File: src/verilog/cpuPkg.sv
//********************
// Fixed 16-bit word-addressed ISA, eight registers, r0 reads zero
// Field layout op[15:12] rd[11:9] rs1[8:6] rs2[5:3] and signed imm6 in [5:0]
//********************
`default_nettype none

package cpuPkg;

	localparam int dataWidth = 16;	// Data and word address width
	localparam int regAddrWidth = 3;	// Eight architectural registers
	localparam int opcodeWidth = 4;
	localparam int immWidth = 6;	// Raw immediate before sign extension

	// Numbered from 1 so zero never names a stage
	typedef enum logic [2:0] {
		stFetch = 3'd1,
		stDecode = 3'd2,
		stExecute = 3'd3,
		stMemory = 3'd4,
		stWriteBack = 3'd5,
		stHalted = 3'd6	// Terminal state entered from decode of halt
	} stage_t;

	typedef enum logic [opcodeWidth-1:0] {
		opNop = 4'd0,
		opAdd = 4'd1,
		opSub = 4'd2,
		opAnd = 4'd3,
		opOr = 4'd4,
		opAddi = 4'd5,
		opLoad = 4'd6,
		opStore = 4'd7,
		opJump = 4'd8,	// PC relative to the next instruction
		opHalt = 4'd9
	} opcode_t;

	// Memory and write-back behaviour of an instruction
	typedef enum logic [1:0] {
		accNone = 2'd0,
		accRegWrite = 2'd1,	// ALU result to rd
		accStore = 2'd2,	// RM to mem[RZ]
		accLoad = 2'd3	// mem[RZ] to rd
	} access_t;

	typedef enum logic [1:0] {
		memIdle = 2'd0,
		memRead = 2'd1,
		memWrite = 2'd2
	} memCmd_t;

	typedef struct packed {
		opcode_t opcode;
		logic [regAddrWidth-1:0] rd;
		logic [regAddrWidth-1:0] rs1;
		logic [regAddrWidth-1:0] rs2;	// Holds rd for a store
		logic [dataWidth-1:0] imm;	// Sign extended
		access_t access;
		logic pcLoad;	// Jump loads PC in execute
		logic maSelData;	// Memory stage addresses data via RZ
		logic nop;
	} decoded_t;

	typedef struct packed {
		logic irEn;
		logic pcEn;
		logic raEn;
		logic rbEn;
		logic rzEn;
		logic rmEn;
		logic ryEn;
		logic maSelPc;	// 1 selects PC as bus address, 0 selects RZ
		logic rfWrite;
	} ctlEnables_t;

	typedef struct packed {
		logic cyc;
		logic stb;
		logic we;
		logic [dataWidth-1:0] adr;
		logic [dataWidth-1:0] datW;
	} wbReq_t;

endpackage

`default_nettype wire

File: src/verilog/cpuCore.sv
//********************
// Single Wishbone master port for code and data, no internal memory
//********************
`timescale 1ns/1ns
`default_nettype none

module cpuCore (
	input  logic clock,
	input  logic rstN,
	output logic wbCyc,
	output logic wbStb,
	output logic wbWe,
	output logic [cpuPkg::dataWidth-1:0] wbAdr,
	output logic [cpuPkg::dataWidth-1:0] wbDatW,
	input  logic [cpuPkg::dataWidth-1:0] wbDatR,
	input  logic wbAck,
	output logic halted
);
	import cpuPkg::*;

	stage_t stage;
	logic stageAdvance;
	decoded_t decoded;
	logic haltSeen;
	ctlEnables_t enables;
	memCmd_t memCmd;
	logic memDone;
	logic [dataWidth-1:0] rdData;
	logic [dataWidth-1:0] instr;	// IR contents
	logic [dataWidth-1:0] busAdr, busDatW;
	wbReq_t wbOut;

	stageCounter uStageCounter (.clock, .rstN, .memCmd, .memDone, .haltSeen,
		.stage, .stageAdvance, .halted);

	stageTracker uStageTracker (.stage, .decoded, .stageAdvance, .enables, .memCmd);

	instrDecoder uInstrDecoder (.instr, .decoded, .haltSeen);

	datapath uDatapath (.clock, .rstN, .enables, .decoded, .rdData, .instr,
		.busAdr, .busDatW);

	wbMaster uWbMaster (.clock, .rstN, .memCmd, .busAdr, .busDatW, .wbAck, .wbDatR,
		.wbOut, .memDone, .rdData);

	assign wbCyc = wbOut.cyc;
	assign wbStb = wbOut.stb;
	assign wbWe = wbOut.we;
	assign wbAdr = wbOut.adr;
	assign wbDatW = wbOut.datW;

endmodule

`default_nettype wire

File: src/verilog/datapath.sv
//********************
// Register file has no reset, program must write before reading
// PC and IR reset to 0 and a NOP
//********************
`timescale 1ns/1ns
`default_nettype none

module datapath (
	input  logic clock,
	input  logic rstN,
	input  cpuPkg::ctlEnables_t enables,
	input  cpuPkg::decoded_t decoded,
	input  logic [cpuPkg::dataWidth-1:0] rdData,
	output logic [cpuPkg::dataWidth-1:0] instr,
	output logic [cpuPkg::dataWidth-1:0] busAdr,
	output logic [cpuPkg::dataWidth-1:0] busDatW
);
	import cpuPkg::*;

	logic [dataWidth-1:0] regFile [0:(1<<regAddrWidth)-1];
	logic [dataWidth-1:0] pc;
	logic [dataWidth-1:0] ir;
	logic [dataWidth-1:0] ra, rb;	// ALU inputs
	logic [dataWidth-1:0] rz;	// ALU output, also data address
	logic [dataWidth-1:0] rm;	// Store data
	logic [dataWidth-1:0] ry;	// Write-back value
	logic [dataWidth-1:0] rfRead1, rfRead2;
	logic [dataWidth-1:0] aluA, aluB, aluOut;
	logic [dataWidth-1:0] pcNext;

	// r0 is hardwired to zero
	assign rfRead1 = (decoded.rs1 == '0) ? '0 : regFile[decoded.rs1];
	assign rfRead2 = (decoded.rs2 == '0) ? '0 : regFile[decoded.rs2];

	always_comb begin
		aluA = decoded.pcLoad ? pc : ra;	// Jump adds to the already incremented PC
		case (decoded.opcode)
			opAdd, opSub, opAnd, opOr: aluB = rb;
			default: aluB = decoded.imm;	// addi, load, store, jump
		endcase

		case (decoded.opcode)
			opSub: aluOut = aluA - aluB;
			opAnd: aluOut = aluA & aluB;
			opOr: aluOut = aluA | aluB;
			default: aluOut = aluA + aluB;
		endcase
	end

	// irEn is only set in fetch, so it tells increment from jump
	assign pcNext = enables.irEn ? pc + dataWidth'(1) : aluOut;

	always_ff @(posedge clock or negedge rstN) begin
		if (!rstN) begin
			pc <= '0;
			ir <= '0;	// Decodes as opNop
		end else begin
			if (enables.pcEn)
				pc <= pcNext;
			if (enables.irEn)
				ir <= rdData;
		end
	end

	always_ff @(posedge clock) begin
		if (enables.raEn)
			ra <= rfRead1;
		if (enables.rbEn)
			rb <= rfRead2;
		if (enables.rzEn)
			rz <= aluOut;
		if (enables.rmEn)
			rm <= rb;
		if (enables.ryEn)
			ry <= (decoded.access == accLoad) ? rdData : rz;	// Load data or ALU result
		if (enables.rfWrite && (decoded.rd != '0))
			regFile[decoded.rd] <= ry;
	end

	assign instr = ir;
	assign busAdr = enables.maSelPc ? pc : rz;
	assign busDatW = rm;

endmodule

`default_nettype wire

File: src/verilog/instrDecoder.sv
//********************
// Unknown opcodes decode to no access and no PC load
//********************
`timescale 1ns/1ns
`default_nettype none

module instrDecoder (
	input  logic [cpuPkg::dataWidth-1:0] instr,
	output cpuPkg::decoded_t decoded,
	output logic haltSeen
);
	import cpuPkg::*;

	opcode_t opcode;
	logic [regAddrWidth-1:0] rdField;

	assign opcode = opcode_t'(instr[dataWidth-1 -: opcodeWidth]);	// Bits 15..12
	assign rdField = instr[11:9];

	always_comb begin
		decoded = '0;
		decoded.opcode = opcode;
		decoded.rd = rdField;
		decoded.rs1 = instr[8:6];
		// Store data register sits in the rd field
		decoded.rs2 = (opcode == opStore) ? rdField : instr[5:3];
		decoded.imm = {{(dataWidth-immWidth){instr[immWidth-1]}}, instr[immWidth-1:0]};

		case (opcode)
			opAdd, opSub, opAnd, opOr, opAddi: decoded.access = accRegWrite;
			opLoad: decoded.access = accLoad;
			opStore: decoded.access = accStore;
			default: decoded.access = accNone;	// nop, jump, halt
		endcase

		decoded.pcLoad = (opcode == opJump);
		decoded.maSelData = (opcode == opLoad) || (opcode == opStore);
		decoded.nop = (opcode == opNop);
	end

	assign haltSeen = (opcode == opHalt);	// Acted on at the end of decode

endmodule

`default_nettype wire

File: src/verilog/stageCounter.sv
//********************
// Stage advances only when no bus command is pending or memDone is seen
// stHalted is left only by reset
//********************
`timescale 1ns/1ns
`default_nettype none

module stageCounter (
	input  logic clock,
	input  logic rstN,
	input  cpuPkg::memCmd_t memCmd,
	input  logic memDone,
	input  logic haltSeen,
	output cpuPkg::stage_t stage,
	output logic stageAdvance,
	output logic halted
);
	import cpuPkg::*;

	stage_t nextStage;

	// Last clock of the current stage
	assign stageAdvance = (memCmd == memIdle) || memDone;

	always_comb begin
		nextStage = stage;
		case (stage)
			stFetch: nextStage = stDecode;
			stDecode: nextStage = haltSeen ? stHalted : stExecute;	// Halt decoded in IR
			stExecute: nextStage = stMemory;
			stMemory: nextStage = stWriteBack;
			stWriteBack: nextStage = stFetch;
			default: nextStage = stHalted;	// Stays put once halted
		endcase
	end

	always_ff @(posedge clock or negedge rstN) begin
		if (!rstN) begin
			stage <= stFetch;
			halted <= 1'b0;
		end else begin
			if (stageAdvance)
				stage <= nextStage;
			halted <= (stage == stHalted);	// One clock behind the stage
		end
	end

endmodule

`default_nettype wire

File: src/verilog/stageTracker.sv
//********************
// Purely combinational with register strobes one clock long at stage end
// memCmd stays constant for the whole stage
//********************
`timescale 1ns/1ns
`default_nettype none

module stageTracker (
	input  cpuPkg::stage_t stage,
	input  cpuPkg::decoded_t decoded,
	input  logic stageAdvance,
	output cpuPkg::ctlEnables_t enables,
	output cpuPkg::memCmd_t memCmd
);
	import cpuPkg::*;

	ctlEnables_t stageEn;	// Ungated pattern of the current stage

	always_comb begin
		stageEn = '0;
		stageEn.maSelPc = 1'b1;	// Address from PC unless memory stage says otherwise
		memCmd = memIdle;

		case (stage)
			stFetch: begin
				stageEn.irEn = 1'b1;	// Instruction word into IR
				stageEn.pcEn = 1'b1;	// PC + 1
				memCmd = memRead;
			end
			stDecode: begin
				// Operand fetch from the register file
				stageEn.raEn = 1'b1;
				stageEn.rbEn = 1'b1;
			end
			stExecute: begin
				stageEn.rzEn = 1'b1;	// ALU result
				stageEn.rmEn = 1'b1;	// Store data
				stageEn.pcEn = decoded.pcLoad;	// Jump target
			end
			stMemory: begin
				stageEn.ryEn = 1'b1;
				stageEn.maSelPc = !decoded.maSelData;
				case (decoded.access)
					accLoad: memCmd = memRead;
					accStore: memCmd = memWrite;
					default: memCmd = memIdle;	// Nothing on the bus
				endcase
			end
			stWriteBack: begin
				stageEn.rfWrite = (decoded.access == accRegWrite) ||
					(decoded.access == accLoad);
			end
			default: begin
				// Halted with everything off
			end
		endcase

		// NOP still fetches, then touches nothing
		if (decoded.nop) begin
			stageEn.raEn = 1'b0;
			stageEn.rbEn = 1'b0;
			stageEn.rzEn = 1'b0;
			stageEn.rmEn = 1'b0;
			stageEn.ryEn = 1'b0;
			stageEn.rfWrite = 1'b0;
		end
	end

	// Strobes fire only on the clock that leaves the stage
	always_comb begin
		enables = stageEn;
		enables.irEn = stageEn.irEn && stageAdvance;
		enables.pcEn = stageEn.pcEn && stageAdvance;
		enables.raEn = stageEn.raEn && stageAdvance;
		enables.rbEn = stageEn.rbEn && stageAdvance;
		enables.rzEn = stageEn.rzEn && stageAdvance;
		enables.rmEn = stageEn.rmEn && stageAdvance;
		enables.ryEn = stageEn.ryEn && stageAdvance;
		enables.rfWrite = stageEn.rfWrite && stageAdvance;
	end

endmodule

`default_nettype wire

File: src/verilog/wbMaster.sv
//********************
// Wishbone classic, one transfer per command, no retry or error
// rdData holds until the next read completes
//********************
`timescale 1ns/1ns
`default_nettype none

module wbMaster (
	input  logic clock,
	input  logic rstN,
	input  cpuPkg::memCmd_t memCmd,
	input  logic [cpuPkg::dataWidth-1:0] busAdr,
	input  logic [cpuPkg::dataWidth-1:0] busDatW,
	input  logic wbAck,
	input  logic [cpuPkg::dataWidth-1:0] wbDatR,
	output cpuPkg::wbReq_t wbOut,
	output logic memDone,
	output logic [cpuPkg::dataWidth-1:0] rdData
);
	import cpuPkg::*;

	typedef enum logic {busIdle, busBusy} busState_t;

	busState_t state;

	always_ff @(posedge clock or negedge rstN) begin
		if (!rstN) begin
			state <= busIdle;
			wbOut <= '0;
			memDone <= 1'b0;
		end else begin
			memDone <= 1'b0;	// Single clock pulse
			case (state)
				busIdle: begin
					// Command is still up while memDone shows, so skip that clock
					if ((memCmd != memIdle) && !memDone) begin
						wbOut.cyc <= 1'b1;
						wbOut.stb <= 1'b1;
						wbOut.we <= (memCmd == memWrite);
						wbOut.adr <= busAdr;	// Held until ack
						wbOut.datW <= busDatW;
						state <= busBusy;
					end
				end
				busBusy: begin
					if (wbAck) begin
						wbOut.cyc <= 1'b0;
						wbOut.stb <= 1'b0;
						wbOut.we <= 1'b0;
						memDone <= 1'b1;
						state <= busIdle;
					end
				end
				default: state <= busIdle;
			endcase
		end
	end

	// Read data captured on the ack clock
	always_ff @(posedge clock) begin
		if ((state == busBusy) && wbAck)
			rdData <= wbDatR;
	end

endmodule

`default_nettype wire
File: config.mk
export PLATFORM = sky130hd
export DESIGN_NAME = cpuCore
export DESIGN_NICKNAME = d
export VERILOG_FILES = /design/src/verilog/cpuPkg.sv /design/src/verilog/cpuCore.sv /design/src/verilog/datapath.sv /design/src/verilog/instrDecoder.sv /design/src/verilog/stageCounter.sv /design/src/verilog/stageTracker.sv /design/src/verilog/wbMaster.sv
export SDC_FILE = /design/constraint.sdc
export NUM_CORES = 1
export LEC_CHECK = 0
export ABC_AREA = 1
export BUFFER_PORTS_ARGS = -buffer_cell sky130_fd_sc_hd__buf_2
export CORE_MARGIN = 2
export CORE_UTILIZATION = 40
export DETAILED_ROUTE_END_ITERATION = 7
export GPL_ROUTABILITY_DRIVEN = 1
export SLEW_MARGIN = 20
export SYNTH_ARGS = -nofsm -noshare
export SYNTH_HDL_FRONTEND = slang
export SYNTH_HIERARCHICAL = 1
export SYNTH_SLANG_ARGS = --single-unit
File: constraint.sdc
create_clock -name clock -period 4.1 [get_ports clock]
set_clock_uncertainty 0.15 [all_clocks]
set_input_delay 0 -clock clock [delete_from_list [all_inputs] [get_ports clock]]
set_output_delay 0 -clock clock [all_outputs]
set_load 0.005 [all_outputs]
==> flow_summary.toml, run 1 <==
[status]
outcome = "finished clean"

[flow_run]
maxCapViolations = 0

[hold_path]
hold_class = "in2reg"
hp-start = "wbDatR[14]"
whs_endpoint = "uWbMaster/rdData[14]$_DFFE_PP_"
whs_path_depth = 2

[yosys]
syn_avg_cell_area_um2 = 9.44
ys_seq_area_share_pct = 57.1
ys_ff_latch = 296
synth_edf_count = 224
syn-instance-count = 1584
async_flop_share_pct = 24.3
yosysWarningCount = 6
netlist.area_leader.share_pct = 45.0
synth_cell_types = 48
synth_area_leaders = "edfxtp_1, dfrtp_1, nand2_1, o21ai_0, a21oi_1"
yosysTopAreaCell = "edfxtp_1"
ys.flop_type = "edfxtp_1"
netlist_area_mm2 = 0.0149

[cts]
cts_made_buffers = 35
cts_sinks = 296
h-tree-depth = 2
cts_setup_buffers = 0
clock_path_buffers = 3
clkLatencyLatePin_ps = 530
cts.clk_slew.worst_paths_ps = 60
cts_root_buf = "clkbuf_16"
cts_tree = "built"

[grt]
grt_pass1_vias = 10949
antenna_found_initial = 3
grt_pass1_wl_um = 64400
grt-ovfl-total = 0
track_usage_pct = 21.7
grt_start_max_net_pins = 91

[final_layout]
nFillCells = 3480
syn_to_final_growth_pct = 13.4
layout.nets = 1666
utilization_pct = 46.2
drive_gt1_share_pct = 12.7
final_cells = 2126

[sta]
setup_viol = 0
hold_viol = 0
fmax_mhz = 264
holdWs_ps = 23.9
worstMarginPinSlew_ps = 823
drv_slew = 0
timing.final.crit_share_pct = 92.4
fin_ws_ps = 311
maxSlewHeadroom_pct = 45.0
min_period_ps = 3790

[setup_path]
end_kind = "register"
r2r-start = "uDatapath/instr[13]$_DFFE_PN0P_"
rrSetupSlack_ps = 310
critPathLaunchType = "register"
critPathMaxFanout = 14
cp_data_required_time_ps = 4360
reg2regPathDepth = 25
rr_endpoint = "uDatapath/pc[15]$_DFFE_PN0P_"
worstSetupPathType = "reg2reg"
cp.arrival_ps = 4050

[place]
io_buffers = 54
gp_congestion = 0.978
hpwl_um = 28700
dp_cells = 2042
dp_slack_ps = 295

[floorplanning]
dieArea_mm2 = 0.0389
start_util_pct = 40.7
dieHeight_um = 197
io_pins = 55
rows = 70
core_area_mm2 = 0.0367
die_x_um = 197

[pwr]
power.density_mw_per_mm2 = 377
p_leak_nw = 6.31
vdd.ir_drop.worst_uv = 324

[detailed_routing]
vias = 11494
drt-vias-per-instance = 5.41
ant_nets = 0
drt_iter0_drc = 893
drtPass1Iterations = 5
drc = 0
finalWirelength_um = 42000
wire_per_inst_um = 19.7
cell type report:
cell class | count | area [um2] | share of cell area (%)
multi-input combinational | 1050 | 5380 | 31.8
tap | 468 | 586 | 3.45
clock buffer | 43 | 926 | 5.46
inverter | 140 | 526 | 3.10
timing repair buffer | 108 | 758 | 4.47
sequential | 296 | 8530 | 50.4
clock inverter | 20 | 234 | 1.38
antenna | 1 | 2.50 | 0.0148
cells in the mapped netlist (2+ instances only):
cell,instances
nand2_1,309
edfxtp_1,224
o21ai_0,217
inv_1,135
a21oi_1,110
nor2_1,106
nand3_1,87
dfrtp_1,71
clkbuf_1,62
buf_4,33
o211ai_1,33
a31oi_1,32
xor2_1,31
ha_1,15
mux2_2,15
o22ai_1,14
nand2_2,11
nor3_1,10
buf_2,6
buf_6,6
buf_1,5
inv_2,5
nor2_2,5
nand4_1,4
a22oi_1,3
nand2_4,3
nor3_2,3
o21ai_1,3
xnor2_1,3
a21oi_2,2
nand3b_1,2
nor2_4,2
or2_2,2
registers in the layout, indices dropped and copies added, names as in the netlist, 16 cells and up:
name / count
uDatapath/regFile: 128
uDatapath/rz: 16
uWbMaster/rdData: 16
uDatapath/instr: 16
uWbMaster/wbOut: 34
uDatapath/rb: 16
uDatapath/busDatW: 16
uDatapath/ry: 16
uDatapath/pc: 16
uDatapath/ra: 16
per-stage QoR:
stage / cell area [um2] / power (mW) / setup TNS [ps]
after global placement: 15500 / 3.30 / 0
after global routing: 16900 / 6.59 / -15.7
after detailed placement: 15500 / 3.30 / 0
after floorplan: 15000 / 3.27 / 0
final: 17000 / 6.40 / 0
after CTS: 16900 / 6.46 / 0
cell families after synthesis:
| group | count (synthesis) | share of synthesized area [%] |
|---|---|---|
| adders and majority gates | 16 | 1.39 |
| DFF | 296 | 57.1 |
| other | 1 | 0.0251 |
| buffers and inverters | 253 | 7.60 |
| xor gates and xnor gates | 34 | 1.99 |
| muxes | 15 | 1.13 |
| and+or+nand+nor | 547 | 15.4 |
| AOI/OAI and AO/OA | 422 | 15.4 |
cells in the final DEF, fill, tap and decap left out, drive strengths merged, types with 3 or more instances in the layout:
cell / n
a21oi: 112
a22oi: 3
a31oi: 32
buf: 89
bufinv: 4
clkbuf: 43
clkinv: 12
conb: 16
dfrtp: 71
dlygate4sd3: 19
edfxtp: 224
ha: 15
inv: 143
mux2: 15
nand2: 323
nand3: 88
nand4: 4
nor2: 113
nor3: 13
o211ai: 33
o21ai: 221
o22ai: 14
or2: 3
xnor2: 3
xor2: 31
timing repair:
action / 4_1_cts / 5_1_grt
hold buffers: 20 / 0
resized for setup: 0 / 8
endpoints found under the setup margin: 0 / 11
hold endpoints to repair: 90 / 0
per-layer routing:
layer	routed length [um]	part of all wire, %	track usage [%]
met5	0	0	0
met4	913	2.2	5.57
met3	2360	5.6	2.73
met2	19800	47	36.1
met1	18900	45	30.1
power by group:
part           internal, mW  switching, mW  total, mW
clock                  1.88           1.26       3.14
combinational        0.0254         0.0273     0.0528
sequential             3.20        0.00276       3.20
total                  5.11           1.29       6.40
worst max path at each step:
stage / cells after the start / startpoint / to / slack [ps]
after floorplan: 24 / uDatapath/instr[15]$_DFFE_PN0P_ / uDatapath/rz[15]$_DFFE_PP_ / 730
after global placement: 24 / uDatapath/instr[14]$_DFFE_PN0P_ / uDatapath/pc[15]$_DFFE_PN0P_ / 310
after detailed placement: 24 / uDatapath/instr[14]$_DFFE_PN0P_ / uDatapath/pc[15]$_DFFE_PN0P_ / 300
after CTS: 25 / uDatapath/instr[14]$_DFFE_PN0P_ / uDatapath/pc[15]$_DFFE_PN0P_ / 260
after global routing: 25 / uDatapath/instr[13]$_DFFE_PN0P_ / uDatapath/pc[15]$_DFFE_PN0P_ / -20
final: 25 / uDatapath/instr[13]$_DFFE_PN0P_ / uDatapath/pc[15]$_DFFE_PN0P_ / 310
worst max-delay path: stages, from the launching register on:
cell and delay, ps:
dfrtp_1 430, inv_2 100, nand2_2 60, nand2_2 110, buf_4 210, nand3_1 160
nand2_2 150, nand3_2 140, nor2_4 200, nand2_1 100, o21ai_0 200, xor2_1 100
ha_1 370, nand2_1 130, nor4_1 290, nand2_1 90, nand2_1 110, nand2_1 60
nand2_1 70, inv_1 50, nand2_1 60, nand2_1 50, nand2_1 70, nand3_1 70
nand2_1 90, nand2_1 40
Note: power is estimated with default switching activity, not from simulation.
==> run 2, diff against run 1 <==
--- a/config.mk
+++ b/config.mk
@@ -7,7 +7,7 @@
 export LEC_CHECK = 0
 export ABC_AREA = 1
 export BUFFER_PORTS_ARGS = -buffer_cell sky130_fd_sc_hd__buf_2
-export CORE_MARGIN = 2
+export CORE_MARGIN = 5
 export CORE_UTILIZATION = 40
 export DETAILED_ROUTE_END_ITERATION = 7
 export GPL_ROUTABILITY_DRIVEN = 1
==> flow_summary.toml, run 2 (same netlist as run 1, synthesis figures left out) <==
[status]
outcome = "finished clean"

[place]
gp_congestion = 0.944
io_buffers = 54
hpwl_um = 28600

[sta]
maxSlewHeadroom_pct = 39.5
drv_slew = 0
fmax_mhz = 265
setup_viol = 0
rsz0062_at_grt = "no"
holdWs_ps = 18.9
fin_setup_tns_ps = 0
min_period_ps = 3770
timing.final.crit_share_pct = 92.1
worstMarginPinSlew_ps = 905
hold_viol = 0

[setup_path]
worstSetupPathType = "reg2reg"
critPathMaxFanout = 18
cp.arrival_ps = 4070
critPathLaunchType = "register"
cp_data_required_time_ps = 4400
end_kind = "register"

[grt]
grt-ovfl-total = 0
antenna_found_initial = 2
grt_pass1_wl_um = 65000
grt_pass1_vias = 11087
track_usage_pct = 20.2
grt_start_max_net_pins = 114

[cts]
h-tree-depth = 2
cts_tree = "built"
clkLatencyLatePin_ps = 540
clock_path_buffers = 3
cts_made_buffers = 35
cts_sinks = 296
cts_root_buf = "clkbuf_16"
cts.clk_slew.worst_paths_ps = 60

[pwr]
power_mw = 6.30
p_leak_nw = 6.33
vdd.ir_drop.worst_uv = 291
power.density_mw_per_mm2 = 371

[final_layout]
largest_reg_flops = 128
nFillCells = 3507
layout.nets = 1670
syn_to_final_growth_pct = 13.5
largestRegisters = "uDatapath/regFile (128), uWbMaster/wbOut (34)"
largest-register = "uDatapath/regFile"
layout_commonest_cell = "nand2_1"
layout_common_cells = "nand2_1, edfxtp_1, o21ai_0, inv_1, a21oi_1"
antennaDiodeCount = 0
drive_gt1_share_pct = 12.3

[detailed_routing]
vias = 11502
finalWirelength_um = 42100
wire_per_inst_um = 19.8
drt-vias-per-instance = 5.40
ant_nets = 0
drc = 0
drtPass1Iterations = 5
drt_iter0_drc = 1029

[floorplanning]
rows = 70
core_area_mm2 = 0.0368
die_x_um = 203
start_util_pct = 40.6
dieHeight_um = 203
dieArea_mm2 = 0.0413
io_pins = 55

[flow_run]
maxCapViolations = 0

[hold_path]
hold_class = "in2reg"
run 2: cell type report:
cell class                      instances  area, um2  share of cell area, %
Inverter                              140        526                   3.10
Multi-Input combinational cell       1050       5390                   31.8
Clock inverter                         15        163                  0.958
Clock buffer                           49        958                   5.65
Tap cell                              468        586                   3.45
Sequential cell                       296       8530                   50.3
Timing Repair Buffer                  112        811                   4.78
run 2: worst max-delay path, cell delays in order (launching register included):
cell and delay [ps]:
dfrtp_2 470, nor2_2 190, nand2_4 160, nand2_8 170
nand2_2 80, nand2_1 130, nand3_2 140, nor2_4 180
inv_2 50, nor2_2 110, a21oi_2 80, xor2_1 130
inv_1 60, ha_1 340, inv_1 160, nor3_4 260
nand4_1 140, nand2_1 130, xor2_1 150, nand2_1 60
o21ai_0 150, nor2_1 80, o22ai_1 120
run 2: per-stage QoR:
stage / instance area, um2 / util [%] / std cells / setup WS, ps
after global routing: 17000 / 46.1 / 2130 / 2.83
after detailed placement: 15500 / 42.3 / 2041 / 111
after global placement: 15500 / 42.3 / 2041 / 138
after CTS: 16900 / 46.0 / 2129 / 74.8
after floorplan: 15000 / - / 1599 / 734
final: 17000 / 46.1 / 2130 / 325
run 2: path summary, 6_finish.rpt:
| check | slack [ps] | cells after the start | endpoint | from |
|---|---|---|---|---|
| max | 330 | 22 | uDatapath/pc[14]$_DFFE_PN0P_ | uDatapath/instr[15]$_DFFE_PN0P_ |
| min | 20 | 2 | uWbMaster/rdData[14]$_DFFE_PP_ | wbDatR[14] |
| max reg2reg | 330 | 22 | uDatapath/pc[14]$_DFFE_PN0P_ | uDatapath/instr[15]$_DFFE_PN0P_ |
| min reg2reg | 300 | 0 | uDatapath/busDatW[15]$_DFFE_PP_ | uDatapath/rb[15]$_SDFFCE_PN0P_ |
| max in group asynchronous | 2990 | 4 | uDatapath/instr[6]$_DFFE_PN0P_ | rstN |
| min in group asynchronous | 450 | 3 | uStageCounter/stage[0]$_DFFE_PN1P_ | rstN |
run 2: report_power, final:
group | internal (mW) | switching (mW) | total, mW | leakage (nW)
Combinational | 0.0279 | 0.0287 | 0.0566 | 3.37
Sequential | 3.20 | 0.00269 | 3.20 | 2.42
Clock | 1.79 | 1.26 | 3.04 | 0.546
Total | 5.02 | 1.29 | 6.30 | 6.33
run 2: timing repair:
item                                    in CTS  in global routing
resized for setup                            0                 11
setup buffers                                0                  1
endpoints found under the setup margin       0                 11
hold buffers                                24                  0
hold endpoints to repair                    92                  0
run 2: metal layers:
layer  global-route usage [%]  wire (um)  vias up  share of wire [%]
li1                         -          -     5539                  -
met4                     6.94       1350        0                3.2
met3                     3.07       2380       89                5.7
met1                     28.2      19000     5509                 45
met2                     32.5      19400      365                 46
met5                        0          0        -                  0
==> run 3, diff against run 2 <==
--- a/config.mk
+++ b/config.mk
@@ -11,6 +11,7 @@
 export CORE_UTILIZATION = 40
 export DETAILED_ROUTE_END_ITERATION = 7
 export GPL_ROUTABILITY_DRIVEN = 1
+export MAX_ROUTING_LAYER = met4
 export SLEW_MARGIN = 20
 export SYNTH_ARGS = -nofsm -noshare
 export SYNTH_HDL_FRONTEND = slang
==> flow_summary.toml, run 3 (same netlist as run 1, synthesis figures left out) <==
[detailed_routing]
vias = 11532
drt_iter0_drc = 980
drc = 0
wire_per_inst_um = 19.8
drt-vias-per-instance = 5.43
drtPass1Iterations = 5
ant_nets = 0
finalWirelength_um = 42100

[final_layout]
largestRegisters = "uDatapath/regFile (128), uWbMaster/wbOut (34)"
final_cells = 2125
layout_common_cells = "nand2_1, edfxtp_1, o21ai_0, inv_1, a21oi_1"
stdcell_area_mm2 = 0.0169
layout.nets = 1667
drive_gt1_share_pct = 12.7
nFillCells = 3516
syn_to_final_growth_pct = 13.2
largest_reg_flops = 128
utilization_pct = 46.0
layout_commonest_cell = "nand2_1"
largest-register = "uDatapath/regFile"

[place]
hpwl_um = 29300
dp_cells = 2044
dp_slack_ps = 257
place_area_mm2 = 0.0156
io_buffers = 54
gp_congestion = 0.961

[hold_path]
hold_class = "in2reg"

[floorplanning]
die_x_um = 203
dieArea_mm2 = 0.0413
core_area_mm2 = 0.0368
start_util_pct = 40.6
io_pins = 55
dieHeight_um = 203
rows = 70

[cts]
cts_made_buffers = 34
cts_sinks = 296
cts.clk_slew.worst_paths_ps = 60
cts_root_buf = "clkbuf_16"
clock_path_buffers = 3
h-tree-depth = 2
cts_tree = "built"
clkLatencyLatePin_ps = 530
cts_setup_buffers = 0

[grt]
track_usage_pct = 20.6
grt_pass1_vias = 11110
grt_start_max_net_pins = 115
grt-ovfl-total = 0
antenna_found_initial = 2
grt_pass1_wl_um = 64000

[setup_path]
critPathTopFamily = "simple AND/OR/NAND/NOR gates"
cp_data_required_time_ps = 4360
critPathBufInv = 3
critPathMaxStageDelay_ps = 440
critPathLaunchType = "register"
worstSetupPathType = "reg2reg"
cp.arrival_ps = 4000
crit_path_frequent_cell = "nand2_1"
critPathMaxFanout = 14
cpMaxStageDelayCell = "dfrtp_1"
end_kind = "register"

[sta]
worstMarginPinSlew_ps = 874
timing.final.crit_share_pct = 91.3
setup_viol = 0
hold_viol = 0
fmax_mhz = 267
maxSlewHeadroom_pct = 41.6
fin_setup_tns_ps = 0
drv_slew = 0
fin_ws_ps = 356
min_period_ps = 3740

[status]
outcome = "finished clean"

[pwr]
power.density_mw_per_mm2 = 368
p_leak_nw = 6.30
vdd.ir_drop.worst_uv = 273

[flow_run]
maxCapViolations = 0
-- run 3: changes by cell type in the layout (fill, tap and decap cells not counted), sizes merged --
| cell | change |
|---|---|
| clkinvlp | +1 |
| dlygate4sd3 | -4 |
| bufinv | +1 |
| diode | +1 |
| clkinv | +4 |
| buf | +2 |
| clkbuf | -8 |
| inv | -2 |
-- run 3: per-stage QoR --
stage | power [mW] | hold WS [ps]
after floorplan | 3.27 | -446
after global placement | 3.30 | -53.2
after detailed placement | 3.30 | -39.6
after CTS | 6.32 | 14.6
after global routing | 6.44 | 27.3
final | 6.23 | 33.4
-- run 3: timing repair --
action | CTS | global route
hold buffers | 20 | 0
endpoints found under the hold margin | 71 | 0
gates resized for setup | 0 | 12
setup endpoints to repair | 0 | 10
-- run 3: path summary, 6_finish.rpt --
check / start / end / slack [ps] / depth (start not counted)
worst max-delay path: uDatapath/instr[13]$_DFFE_PN0P_ / uDatapath/pc[15]$_DFFE_PN0P_ / 360 / 25
worst min-delay path: wbDatR[8] / uWbMaster/rdData[8]$_DFFE_PP_ / 30 / 2
worst max register to register: uDatapath/instr[13]$_DFFE_PN0P_ / uDatapath/pc[15]$_DFFE_PN0P_ / 360 / 25
worst min register to register: uDatapath/rb[2]$_SDFFCE_PN0P_ / uDatapath/busDatW[2]$_DFFE_PP_ / 310 / 0
max in group asynchronous: rstN / uStageCounter/stage[0]$_DFFE_PN1P_ / 3030 / 4
min in group asynchronous: rstN / uWbMaster/wbOut[13]$_DFFE_PN0P_ / 450 / 4
-- run 3: where the power goes --
group,internal [mW],total (mW),switching (mW)
Combinational,0.0255,0.0543,0.0289
Clock,1.77,2.97,1.21
Sequential,3.20,3.20,0.00262
Total,4.99,6.23,1.24
-- run 3: cell type report --
| cell class | instances | area [um2] | share of cell area, % |
|---|---|---|---|
| diodes | 1 | 2.50 | 0.0148 |
| clock buffers | 41 | 898 | 5.31 |
| clock inverters | 19 | 194 | 1.15 |
| inverters | 140 | 526 | 3.10 |
| multi-input cells | 1050 | 5400 | 31.9 |
| flip-flops and latches | 296 | 8530 | 50.4 |
| well taps | 468 | 586 | 3.46 |
| repair buffers | 110 | 786 | 4.64 |
-- run 3: metal layers --
metal | vias up | share of wire [%] | track usage (%)
met1 | 5560 | 44 | 27.2
met3 | 83 | 6.0 | 2.80
met4 | 0 | 3.2 | 6.96
met5 | - | 0 | -
met2 | 363 | 47 | 33.1
li1 | 5526 | - | -
